**config.mk**
```make
export PLATFORM = sky130hd
export DESIGN_NAME = main_bus
export DESIGN_NICKNAME = d
export VERILOG_FILES = /design/src/hw/main_pkg.sv /design/src/hw/bus_decoder.sv /design/src/hw/irq_encoder.sv /design/src/hw/dtack_gen.sv /design/src/hw/cabinet_inputs.sv /design/src/hw/main_bus.sv
export SDC_FILE = /design/constraint.sdc
export NUM_CORES = 1
export LEC_CHECK = 0
export ABC_AREA = 1
export BUFFER_PORTS_ARGS = -buffer_cell sky130_fd_sc_hd__buf_2
export CAP_MARGIN = 25
export CORE_MARGIN = 5
export CORE_UTILIZATION = 49
export DETAILED_ROUTE_END_ITERATION = 6
export MAX_ROUTING_LAYER = met4
export PLACE_DENSITY = 0.8
export SYNTH_ARGS = -nofsm -noshare
export SYNTH_HDL_FRONTEND = slang
export SYNTH_SLANG_ARGS = --single-unit
```
**constraint.sdc**
```tcl
create_clock -name clk -period 1.9 [get_ports clk]
set_input_delay 0.095 -clock clk [delete_from_list [all_inputs] [get_ports clk]]
set_output_delay 0.095 -clock clk [all_outputs]
set_load 0.01 [all_outputs]
```
**src/hw/main_pkg.sv**
```systemverilog
// shared address map, region and i/o register types for the main cpu bus glue and its testbench
package main_pkg;

    // word address width, covers byte address bits 18:1
    localparam int addr_w = 18;

    // read value for unmapped space and write-only registers
    localparam logic [15:0] open_bus = 16'hffff;

    // interrupt priority levels, before inversion onto ipl_n
    localparam logic [2:0] irq_vblank = 3'd6;
    localparam logic [2:0] irq_sub    = 3'd5;
    localparam logic [2:0] irq_ext    = 3'd4;

    typedef enum logic [2:0] {
        rom,
        ram,
        disp,   // display ram, locked outside blanking
        io,
        none
    } region_t;

    // i/o register index, byte address bits 4:1
    typedef enum logic [3:0] {
        io_joy    = 4'd0,
        io_sys    = 4'd1,
        io_dip    = 4'd2,
        io_rot1   = 4'd3,
        io_rot2   = 4'd4,
        io_snd    = 4'd8,
        io_prisel = 4'd9,
        io_vclr   = 4'd10,
        io_mcu    = 4'd12
    } io_reg_t;

    // byte address bits 18:16 are the top three word address bits
    function automatic region_t region_of(input logic [addr_w-1:0] a);
        region_t r;
        case (a[addr_w-1 -: 3])
            3'd0, 3'd1, 3'd2, 3'd3: r = rom;
            3'd4:    r = ram;
            3'd5:    r = disp;
            3'd6:    r = io;
            default: r = none;
        endcase
        return r;
    endfunction

    function automatic io_reg_t io_reg_of(input logic [addr_w-1:0] a);
        return io_reg_t'(a[3:0]);
    endfunction

endpackage

```
**src/hw/bus_decoder.sv**
```systemverilog
// address decoder for the main cpu bus, gives region selects, i/o read index and one-shot strobes
`timescale 1ns/1ps

module bus_decoder import main_pkg::*; (
    input  logic              clk,
    input  logic              rst,
    input  logic              as_n,
    input  logic              rnw,
    input  logic [addr_w-1:0] addr,
    output region_t           region,
    output logic              rom_cs,
    output logic              ram_cs,
    output logic              io_rd,
    output io_reg_t           io_rd_sel,
    output logic              wr_pulse_snd,
    output logic              wr_pulse_prisel,
    output logic              wr_pulse_vclr,
    output logic              wr_pulse_mcu,
    output logic              rd_pulse_mcu
);

    logic as_l;      // as_n one cycle back
    logic as_start;  // first cycle of the strobe
    logic io_wr;
    logic readable;

    always_ff @(posedge clk or posedge rst) begin
        if (rst) begin
            as_l <= 1'b1;
        end else begin
            as_l <= as_n;
        end
    end

    assign as_start = as_l & ~as_n;

    always_comb begin
        if (as_n) begin
            region = none;
        end else begin
            region = region_of(addr);
        end
    end

    assign rom_cs = region == rom;
    assign ram_cs = (region == ram) || (region == disp);  // one port for both rams

    assign io_rd_sel = io_reg_of(addr);

    always_comb begin
        case (io_rd_sel)
            io_joy, io_sys, io_dip, io_rot1, io_rot2, io_mcu: readable = 1'b1;
            default: readable = 1'b0;
        endcase
    end

    assign io_rd = (region == io) && rnw && readable;

    // strobes fire once per access, however long dtack is held off
    assign io_wr = as_start && (region == io) && !rnw;

    assign wr_pulse_snd    = io_wr && (io_rd_sel == io_snd);
    assign wr_pulse_prisel = io_wr && (io_rd_sel == io_prisel);
    assign wr_pulse_vclr   = io_wr && (io_rd_sel == io_vclr);
    assign wr_pulse_mcu    = io_wr && (io_rd_sel == io_mcu);
    assign rd_pulse_mcu    = as_start && (region == io) && rnw && (io_rd_sel == io_mcu);

    // rom and ram requests never overlap on the shared memory side
    a_one_mem_cs: assert property (@(posedge clk) disable iff (rst)
        $onehot0({rom_cs, ram_cs}));

endmodule

```
**src/hw/irq_encoder.sv**
```systemverilog
// interrupt latches and priority encoder, drives the active-low ipl lines of the main cpu
`timescale 1ns/1ps

module irq_encoder import main_pkg::*; (
    input  logic       clk,
    input  logic       rst,
    input  logic       lvbl,
    input  logic       sec2,
    input  logic       nexirq,
    input  logic       vclr,
    input  logic       sub_clr,
    output logic [2:0] ipl_n
);

    logic lvbl_l;
    logic sec2_l;
    logic vint;     // vertical blank pending
    logic secirq;   // sub cpu request pending

    always_ff @(posedge clk or posedge rst) begin
        if (rst) begin
            lvbl_l <= 1'b0;  // no false blank edge out of reset
            sec2_l <= 1'b1;
            vint   <= 1'b0;
            secirq <= 1'b0;
        end else begin
            lvbl_l <= lvbl;
            sec2_l <= sec2;

            // clear beats a set landing in the same cycle
            if (vclr) begin
                vint <= 1'b0;
            end else if (lvbl_l && !lvbl) begin
                vint <= 1'b1;
            end

            if (sub_clr) begin
                secirq <= 1'b0;
            end else if (!sec2_l && sec2) begin
                secirq <= 1'b1;
            end
        end
    end

    always_comb begin
        if (vint) begin
            ipl_n = ~irq_vblank;
        end else if (secirq) begin
            ipl_n = ~irq_sub;
        end else if (!nexirq) begin
            ipl_n = ~irq_ext;   // level input, not latched
        end else begin
            ipl_n = 3'b111;
        end
    end

endmodule

```
**src/hw/dtack_gen.sv**
```systemverilog
// bus acknowledge generator, times dtack_n per region and holds display ram off until blanking
`timescale 1ns/1ps

module dtack_gen import main_pkg::*; #(
    parameter int io_ack_dly = 1
) (
    input  logic    clk,
    input  logic    rst,
    input  logic    as_n,
    input  region_t region,
    input  logic    rom_ok,
    input  logic    ram_ok,
    input  logic    lvbl,
    input  logic    lhbl,
    output logic    dtack_n
);

    localparam int cnt_w = $clog2(io_ack_dly + 2);
    localparam logic [cnt_w-1:0] dly_v = cnt_w'(io_ack_dly);

    logic [cnt_w-1:0] cnt;       // cycles since the strobe was seen, saturating
    logic             first;     // first edge of the access
    logic             mem_ok_l;  // rom or ram ready, one cycle back
    logic             busy;      // display access waiting for blank
    logic [1:0]       disp_sh;
    logic             blank;
    logic             disp_go;
    logic             ack;

    assign first = cnt == '0;
    assign blank = ~lvbl | ~lhbl;

    // blank seen now or on an earlier edge of this access
    assign disp_go = (region == disp) && !as_n && dtack_n && (disp_sh == 2'b00) && ram_ok
                     && (blank || (!busy && !first));

    always_ff @(posedge clk or posedge rst) begin
        if (rst) begin
            cnt      <= '0;
            mem_ok_l <= 1'b0;
            busy     <= 1'b0;
            disp_sh  <= 2'b00;
        end else if (as_n) begin
            cnt      <= '0;
            mem_ok_l <= 1'b0;
            busy     <= 1'b0;
            disp_sh  <= 2'b00;
        end else begin
            if (cnt <= dly_v) begin
                cnt <= cnt + 1'b1;
            end
            mem_ok_l <= ((region == rom) && rom_ok) || ((region == ram) && ram_ok);

            if (first && (region == disp)) begin
                busy <= ~blank;
            end else if (blank) begin
                busy <= 1'b0;
            end

            if (disp_go) begin
                disp_sh <= 2'b11;
            end else begin
                disp_sh <= disp_sh >> 1;
            end
        end
    end

    always_comb begin
        case (region)
            rom, ram: ack = mem_ok_l;
            disp:     ack = disp_sh == 2'b01;  // two cycles after the go
            default:  ack = cnt >= dly_v;      // io and unmapped
        endcase
    end

    always_ff @(posedge clk or posedge rst) begin
        if (rst) begin
            dtack_n <= 1'b1;
        end else if (as_n) begin
            dtack_n <= 1'b1;
        end else if (ack) begin
            dtack_n <= 1'b0;   // stays low until the strobe is released
        end
    end

    // a display acknowledge only ever follows a seen blank
    a_disp_blank: assert property (@(posedge clk) disable iff (rst)
        (region == disp && ack) |-> !busy);

endmodule

```
**src/hw/cabinet_inputs.sv**
```systemverilog
// cabinet input words for cpu reads: joysticks, system bits, dip switches and two rotary dials
`timescale 1ns/1ps

module cabinet_inputs #(
    parameter int rot_div = 8
) (
    input  logic        clk,
    input  logic        rst,
    input  logic        lvbl,
    input  logic [8:0]  joystick1,
    input  logic [8:0]  joystick2,
    input  logic [1:0]  start_button,
    input  logic [1:0]  coin_input,
    input  logic        service,
    input  logic [7:0]  dipsw_a,
    input  logic [7:0]  dipsw_b,
    output logic [15:0] joy_word,
    output logic [15:0] sys_word,
    output logic [15:0] dip_word,
    output logic [15:0] rot1_word,
    output logic [15:0] rot2_word
);

    localparam int fc_w = (rot_div > 1) ? $clog2(rot_div) : 1;
    localparam logic [fc_w-1:0] fc_last = fc_w'(rot_div - 1);

    logic [8:0]      sort1;
    logic [8:0]      sort2;
    logic            lvbl_l;
    logic [fc_w-1:0] frame_cnt;
    logic [11:0]     dial1;
    logic [11:0]     dial2;

    // direction bits come in reversed order on the board
    function automatic logic [8:0] sort_joy(input logic [8:0] j);
        return {j[8:4], j[0], j[1], j[2], j[3]};
    endfunction

    // bit 6 turns left, bit 7 right, both pressed cancel out
    function automatic logic [11:0] dial_step(input logic [11:0] dial, input logic [8:0] j);
        logic left;
        logic right;
        logic [11:0] nxt;
        left  = ~j[6];
        right = ~j[7];
        nxt   = dial;
        if (left && !right) begin
            nxt = (dial == 12'h000) ? 12'h001 : {dial[10:0], dial[11]};
        end else if (right && !left) begin
            nxt = (dial == 12'h000) ? 12'h800 : {dial[0], dial[11:1]};
        end
        return nxt;
    endfunction

    assign sort1 = sort_joy(joystick1);
    assign sort2 = sort_joy(joystick2);

    assign joy_word  = {sort2[7:0], sort1[7:0]};
    assign sys_word  = {8'hff, ~lvbl, service, coin_input, start_button, sort2[8], sort1[8]};
    assign dip_word  = {dipsw_b, dipsw_a};
    assign rot1_word = {4'hf, ~dial1};
    assign rot2_word = {4'hf, ~dial2};

    always_ff @(posedge clk or posedge rst) begin
        if (rst) begin
            lvbl_l    <= 1'b0;
            frame_cnt <= '0;
            dial1     <= 12'h000;
            dial2     <= 12'h000;
        end else begin
            lvbl_l <= lvbl;
            if (lvbl_l && !lvbl) begin   // start of vertical blank
                frame_cnt <= (frame_cnt == fc_last) ? '0 : frame_cnt + 1'b1;
                if (frame_cnt == '0) begin
                    dial1 <= dial_step(dial1, joystick1);
                    dial2 <= dial_step(dial2, joystick2);
                end
            end
        end
    end

    a_dial_onehot: assert property (@(posedge clk) disable iff (rst)
        $onehot0(dial1) && $onehot0(dial2));

endmodule

```
**src/hw/main_bus.sv**
```systemverilog
// main cpu bus glue top level, read data mux and write latches around the decoder and timing blocks
`timescale 1ns/1ps

module main_bus import main_pkg::*; #(
    parameter int rot_div    = 8,
    parameter int io_ack_dly = 1
) (
    input  logic              clk,
    input  logic              rst,
    input  logic              as_n,
    input  logic [1:0]        ds_n,      // bit 1 upper byte, bit 0 lower byte
    input  logic              rnw,
    input  logic [addr_w-1:0] addr,
    input  logic [15:0]       cpu_dout,
    output logic [15:0]       cpu_din,
    output logic              dtack_n,
    output logic              rom_cs,
    input  logic [15:0]       rom_data,
    input  logic              rom_ok,
    output logic              ram_cs,
    input  logic [15:0]       ram_data,
    input  logic              ram_ok,
    input  logic              lvbl,
    input  logic              lhbl,
    input  logic              nexirq,
    input  logic              sec2,
    output logic [2:0]        ipl_n,
    output logic              snreq,
    output logic [7:0]        snd_latch,
    input  logic [15:0]       mcu_dout,
    output logic [15:0]       mcu_din,
    output logic              sec_rd,
    output logic [2:0]        prisel,
    input  logic [8:0]        joystick1,
    input  logic [8:0]        joystick2,
    input  logic [1:0]        start_button,
    input  logic [1:0]        coin_input,
    input  logic              service,
    input  logic [7:0]        dipsw_a,
    input  logic [7:0]        dipsw_b
);

    region_t     region;
    io_reg_t     io_rd_sel;
    logic        io_rd;
    logic        wr_pulse_snd;
    logic        wr_pulse_prisel;
    logic        wr_pulse_vclr;
    logic        wr_pulse_mcu;
    logic        rd_pulse_mcu;
    logic [15:0] joy_word;
    logic [15:0] sys_word;
    logic [15:0] dip_word;
    logic [15:0] rot1_word;
    logic [15:0] rot2_word;

    bus_decoder u_decoder (
        .clk             (clk),
        .rst             (rst),
        .as_n            (as_n),
        .rnw             (rnw),
        .addr            (addr),
        .region          (region),
        .rom_cs          (rom_cs),
        .ram_cs          (ram_cs),
        .io_rd           (io_rd),
        .io_rd_sel       (io_rd_sel),
        .wr_pulse_snd    (wr_pulse_snd),
        .wr_pulse_prisel (wr_pulse_prisel),
        .wr_pulse_vclr   (wr_pulse_vclr),
        .wr_pulse_mcu    (wr_pulse_mcu),
        .rd_pulse_mcu    (rd_pulse_mcu)
    );

    irq_encoder u_irq (
        .clk     (clk),
        .rst     (rst),
        .lvbl    (lvbl),
        .sec2    (sec2),
        .nexirq  (nexirq),
        .vclr    (wr_pulse_vclr),
        .sub_clr (rd_pulse_mcu),   // reading the mailbox acks the sub cpu
        .ipl_n   (ipl_n)
    );

    dtack_gen #(.io_ack_dly(io_ack_dly)) u_dtack (
        .clk     (clk),
        .rst     (rst),
        .as_n    (as_n),
        .region  (region),
        .rom_ok  (rom_ok),
        .ram_ok  (ram_ok),
        .lvbl    (lvbl),
        .lhbl    (lhbl),
        .dtack_n (dtack_n)
    );

    cabinet_inputs #(.rot_div(rot_div)) u_cab (
        .clk          (clk),
        .rst          (rst),
        .lvbl         (lvbl),
        .joystick1    (joystick1),
        .joystick2    (joystick2),
        .start_button (start_button),
        .coin_input   (coin_input),
        .service      (service),
        .dipsw_a      (dipsw_a),
        .dipsw_b      (dipsw_b),
        .joy_word     (joy_word),
        .sys_word     (sys_word),
        .dip_word     (dip_word),
        .rot1_word    (rot1_word),
        .rot2_word    (rot2_word)
    );

    assign snreq  = wr_pulse_snd && !ds_n[0];  // sound latch sits on the low byte
    assign sec_rd = rd_pulse_mcu;

    // sampled every cycle, stable by the time dtack_n drops
    always_ff @(posedge clk) begin
        case (region)
            rom:       cpu_din <= rom_data;
            ram, disp: cpu_din <= ram_data;
            io: begin
                if (!io_rd) begin
                    cpu_din <= open_bus;   // write-only or unused register
                end else begin
                    case (io_rd_sel)
                        io_joy:  cpu_din <= joy_word;
                        io_sys:  cpu_din <= sys_word;
                        io_dip:  cpu_din <= dip_word;
                        io_rot1: cpu_din <= rot1_word;
                        io_rot2: cpu_din <= rot2_word;
                        io_mcu:  cpu_din <= mcu_dout;
                        default: cpu_din <= open_bus;
                    endcase
                end
            end
            default:   cpu_din <= open_bus;
        endcase
    end

    always_ff @(posedge clk or posedge rst) begin
        if (rst) begin
            snd_latch <= 8'h00;
            mcu_din   <= 16'h0000;
            prisel    <= 3'd0;
        end else begin
            if (snreq) begin
                snd_latch <= cpu_dout[7:0];
            end
            if (wr_pulse_mcu && !ds_n[1]) begin
                mcu_din[15:8] <= cpu_dout[15:8];
            end
            if (wr_pulse_mcu && !ds_n[0]) begin
                mcu_din[7:0] <= cpu_dout[7:0];
            end
            if (wr_pulse_prisel && !ds_n[0]) begin
                prisel <= cpu_dout[2:0];   // colour mixer priority
            end
        end
    end

endmodule

```
==> results.txt, run 1 <==
Final HPWL DP: 10.9 mm
Io pins: 184
Final-report max-slew violation count: 0
Core Util, Final: 67.7%
Critical path's slowest cell: dfstp_2
Sequential area share after synthesis: 41.9%
Yosys cell types: 28
Clk_lat worst skew: 0.35 ns
Hold WC Path Type: in2reg
Vias in the first global route: 5210
Flop-to-flop setup slack: 0.37 ns
Sink Count: 82
Max IR drop VDD: 0.484 mV
Clock buffer count from CTS: 9
DRT Pass-1 Iters: 5
Wire length after detailed routing: 15.2 mm
Setup Viol. Count Final: 0
Met3 wire len: 1.30 mm
Clock period minus worst slack: 1.69 ns
Fin Setup TNS: 0 ns
CTS Buffer Depth: 2
Yosys reg bits: 82
Dpl ws: 0.325 ns
Clk slew on worst S/H paths: 0.09 ns
Share of cells above drive strength 1: 27.3%
Largest net degree at the start of global routing: 38
Post-synth EDFFs: 0
Met2 Routed Length: 7.45 mm
Worst Setup Path Type: reg2out
Met1 wire length: 5.90 mm
FFs w/ async S/R, synth: 80.5%
Max Used Layer: met4
Rel. slew slack: 47.5%
Post-Place Cells: 947
Slew at the pin closest to its max-slew limit: 0.786 ns
Largest delay share family, worst path: flip-flops
Critical Path Most Common Cell: inv_1
CTS H-Tree Depth: 3
Number of synthesis warnings: 0
WHS: 0.0251 ns
Leak: 3.48 nW
Setup Skew: 0.0108 ns
Max cap viols: 0
Starting DRT DRC Count: 239
CP Data Arrival Time: 1.59 ns
Crit-path max cell delay: 0.53 ns
Crit path required time: 1.80 ns
CTS tree: done
Die Wd: 108 um
Drc violations: 0
First-pass GRT wire length: 24.1 mm
Syn Nets: 801
Syn Area/Cell: 7.15 sq um
RSZ-0062 raised after global routing: no
Row Count: 35
Count leader, synth: nand2_1
Ranking of synthesized cells by area: dfrtp_1 33%, nand2_1 13%, inv_1 7.9%
Leading area contributor after synthesis: dfrtp_1
Routed via count: 5182
Gr usage total: 26.8%
Primary FF master, synth: dfrtp_1
Power Dens Cells: 826 mW/mm^2
Fin crit share: 88.7%
Area delta synth->final: 33.9%
Synth Cell Area: 0.00472 sq mm
Post-synth top cells: 159 x nand2_1, 99 x inv_1, 90 x nor2_1
Port Buffers: 172
Avg Vias per Cell: 5.18
GP Congestion: 0.944
Syn Inst Count: 660
Crit path launch type: flop
Core footprint: 0.00933 sq mm
Critical path, cell by cell: inv_1 > nor3_4 > buf_12 > nand3_4 > inv_1 > buf_2
Synth top area share: 33.4%
CP max FO: 5
Root buf cell: clkbuf_8
FMAX: 0.593 GHz
Outcome: completed
WP buf/inv: 4
Final cell count without fillers: 1000
Die extent in y: 108 um
Fin. Hold Viols: 0
Detail Route Antenna Nets: 0
Final worst slack: 0.215 ns
Initial antenna violation count: 2
Die area: 0.0117 sq mm
Crit. End Element: primary output
Post-detailed-route wirelength per cell: 15.2 um
Overflow after GRT: 0
Starting Density: 50.6%
Layout Nets: 1005
path summary, 6_finish.rpt:
path,startpoint,endpoint,cells past startpoint
hold reg to reg,mcu_din[4]$_DFFE_PP0P_,mcu_din[4]$_DFFE_PP0P_,2
setup reg to reg,u_decoder.as_l$_DFF_PP1_,mcu_din[14]$_DFFE_PP0P_,6
setup / recovery,u_decoder.as_l$_DFF_PP1_,snreq,6
min in group asynchronous,rst,snd_latch[0]$_DFFE_PP0P_,3
max in group asynchronous,rst,u_cab.dial1[9]$_DFFE_PP0P_,4
hold / removal,cpu_dout[4],snd_latch[4]$_DFFE_PP0P_,3
worst min-delay path, delay by kind of cell:
kind,cells,cell delay (ns)
AO/OA/AOI/OAI,1,0.12
buffers and inverters,2,0.13
cell type report:
type                    count  area (sq um)
well taps                 129           161
fillers                   759          3010
repair buffers            216          1300
inverters                  99           372
clock inverters             6           114
diodes                      2          5.00
flip-flops and latches     82          1980
clock buffers              10           128
multi-input cells         456          2260
stage by stage:
stage	area (sq um)	total power [mW]
finish	6320	5.22
detailed placement	5720	3.60
CTS	6280	5.19
floorplan	4720	3.12
global placement	5720	3.51
global route	6320	5.54
metal layers:
metal  GRT usage [%]  vias up
met2            44.8      237
met1            31.0     2378
met5               -        -
met4            11.5        0
li1                -     2518
met3            6.09       49
state kept, by name, summed over array words and instances (netlist names), 2 cells and up:
name	count
u_dtack.cnt	2
u_dtack.disp_sh	2
u_cab.dial1	12
u_cab.dial2	12
snd_latch	8
prisel	3
u_cab.frame_cnt	3
mcu_din	16
cpu_din	16
logic make-up after synthesis:
| logic type | synth area share (%) |
|---|---|
| AO/OA/AOI/OAI | 15.7 |
| buffers and inverters | 10.3 |
| AND/OR/NAND/NOR | 30.0 |
| adder cells (fa/ha/maj) | 2.12 |
| flip-flops | 41.9 |
placed cells by master, fill, tap and decap left out, types with 3 or more instances in the layout:
cell type / synthesis / final
clkbuf_8: 0 / 9
dfxtp_1: 16 / 16
bufinv_16: 0 / 3
a21oi_1: 22 / 22
ha_1: 8 / 8
nand3_1: 70 / 70
nand2_1: 159 / 159
buf_2: 4 / 172
nor2_2: 2 / 3
nor2_1: 90 / 89
o21ai_0: 39 / 39
o211ai_1: 9 / 9
dfrtp_1: 63 / 63
a211oi_1: 16 / 16
dfstp_2: 3 / 3
inv_1: 99 / 98
buf_12: 0 / 3
dlygate4sd3_1: 0 / 30
o21ai_2: 24 / 24
nor3_1: 3 / 3
buf_4: 0 / 11
report_power, final:
group          total, mW  switching [mW]  internal [mW]
sequential          2.34           0.249           2.09
combinational       1.33           0.825          0.510
clock               1.55           0.670          0.879
what timing repair did:
item / CTS / global route
hold buffers: 30 / 0
endpoints found under the setup margin: 1 / 1
pin swaps: 2 / 0
resized for setup: 0 / 0
buffers inserted: 1 / 3
endpoints found under the hold margin: 61 / 0
No activity file was read; power rests on OpenSTA's default activity.
==> inputs of run 2 (changes only) <==
CTS_BUF_LIST = sky130_fd_sc_hd__clkbuf_16   (was unset)
SLEW_MARGIN = 20   (was unset)
==> run 2 against run 1 <==
  * The flow now finishes with violations (hold timing)
  * Core utilization rose by 0.24 points
  * Worst hold slack got worse by 0.026 ns
  * Design area up 0.36%
  * Die area unchanged
  * Clock power is 30% higher
  * Largest power group unchanged
==> results.txt, run 2 (synthesis results as in run 1) <==
Outcome: complete, but fails checks
Failing checks: hold timing
Crit path required time: 1.80 ns
Worst Setup Path Type: in2out
CTS tree: done
Power Dens Cells: 893 mW/mm^2
Final HPWL DP: 10.9 mm
Regs by FF count: cpu_din: 16 flops, mcu_din: 16 flops
Wire length after detailed routing: 14.7 mm
Sink Count: 82
Gr usage total: 26.3%
Critical path's slowest cell: dlygate4sd3_1
GP Congestion: 0.944
Starting DRT DRC Count: 259
Io pins: 184
Filler cell count: 756
RSZ-0062 raised after global routing: no
Share of cells above drive strength 1: 27.6%
Initial antenna violation count: 2
Clock buffer count from CTS: 9
Fin crit share: 90.6%
Hold WC Path Type: in2reg
Most common cell after layout, fill and taps aside: buf_2
Placed Area: 0.00572 sq mm
CP max FO: 7
Setup Skew: 0.00549 ns
Crit-path max cell delay: 0.52 ns
CTS H-Tree Depth: 3
Detail Route Antenna Nets: 0
Clock period minus worst slack: 1.72 ns
Fin. Hold Viols: 1
Area delta synth->final: 34.4%
Overflow after GRT: 0
Layout Nets: 998
Die area: 0.0117 sq mm
Clk slew on worst S/H paths: 0.06 ns
Crit. End Element: primary output
Rel. slew slack: 48.5%
CTS Buffer Depth: 2
FMAX: 0.581 GHz
Clk_lat worst skew: 0.34 ns
Slew at the pin closest to its max-slew limit: 0.771 ns
Finished Cell Area: 0.00634 sq mm
Critical Path Most Common Cell: buf_2
Leak: 3.50 nW
Vias in the first global route: 5090
Critical path, cell by cell: dlygate4sd3_1 > buf_2 > nor2_1 > nand2_1 > nor3_4 > nand3_4 > inv_1 > buf_2
Final-report max-slew violation count: 0
First-pass GRT wire length: 23.7 mm
Max cap viols: 0
Row Count: 35
Drc violations: 0
CP Data Arrival Time: 1.63 ns
Final worst slack: 0.179 ns
DRT Pass-1 Iters: 5
Dpl ws: 0.325 ns
Root buf cell: clkbuf_16
Routed via count: 5136
Most frequent cells in the layout: 172 x buf_2, 159 x nand2_1, 99 x inv_1
Post-detailed-route wirelength per cell: 14.9 um
Core footprint: 0.00933 sq mm
WHS: -0.00109 ns
Avg Vias per Cell: 5.17
Largest net degree at the start of global routing: 38
Setup Viol. Count Final: 0
Port Buffers: 172
Crit path launch type: input port
Starting Density: 50.6%
Fin Setup TNS: 0 ns
Max IR drop VDD: 0.619 mV
Die Wd: 108 um
Die extent in y: 108 um
[run 2: cell types whose count changed in the layout (fill, tap and decap cells not counted)]
| cell | before | now |
|---|---|---|
| o21ai_2 | 24 | 25 |
| clkbuf_1 | 1 | 0 |
| dlygate4sd3_1 | 30 | 23 |
| clkbuf_16 | 0 | 9 |
| buf_4 | 11 | 12 |
| o21ai_1 | 2 | 1 |
| clkbuf_8 | 9 | 0 |
| buf_12 | 3 | 2 |
| inv_1 | 98 | 99 |
[run 2: area by class of cell]
cell class / instances / area, sq um / share of cell area, %
antenna: 2 / 5.00 / 0.0790
inverter: 99 / 372 / 5.86
clock buffer: 9 / 225 / 3.55
multi-input combinational: 456 / 2260 / 35.7
sequential: 82 / 1980 / 31.2
tap: 129 / 161 / 2.55
timing repair buffer: 209 / 1220 / 19.3
clock inverter: 7 / 118 / 1.86
[run 2: what timing repair did]
item	in CTS	in global routing
endpoints found under the hold margin	55	0
resized for setup	0	0
hold buffers	23	0
setup endpoints to repair	1	1
buffers inserted	1	4
pin swaps	1	1
[run 2: path summary, 6_finish.rpt]
kind / start / to / slack (ns) / cells past startpoint
setup / recovery: as_n / snreq / 0.18 / 8
hold / removal: ram_data[10] / cpu_din[10]$_DFF_P_ / -0.001 / 3
setup reg to reg: u_decoder.as_l$_DFF_PP1_ / mcu_din[12]$_DFFE_PP0P_ / 0.28 / 6
hold reg to reg: mcu_din[4]$_DFFE_PP0P_ / mcu_din[4]$_DFFE_PP0P_ / 0.48 / 2
max in group asynchronous: rst / mcu_din[13]$_DFFE_PP0P_ / 0.81 / 4
min in group asynchronous: rst / snd_latch[0]$_DFFE_PP0P_ / 0.45 / 3
[run 2: metal layers]
metal / GRT usage, % / up-vias / share of wire (%)
met1: 31.3 / 2364 / 41
li1: - / 2506 / -
met4: 9.74 / 0 / 2.8
met3: 6.57 / 38 / 8.1
met5: - / - / 0
met2: 43.3 / 228 / 49
[run 2: power breakdown]
part	total (mW)	internal [mW]	leakage [nW]	switching [mW]
clock network	2.01	1.28	0.163	0.726
logic	1.31	0.499	2.36	0.810
registers	2.34	2.09	0.975	0.247
[run 2: stage by stage]
step	instances	utilization, %	power [mW]
2_1_floorplan	660	-	3.12
3_3_place_gp	947	61.3	3.51
3_5_place_dp	947	61.3	3.60
4_1_cts	987	67.5	5.65
5_1_grt	993	68.0	5.99
6_report	993	68.0	5.66
[run 2: worst max-delay path, delay by kind of cell]
family,cells,cell delay (ns)
buffers and inverters,4,0.88
and+or+nand+nor,4,0.64
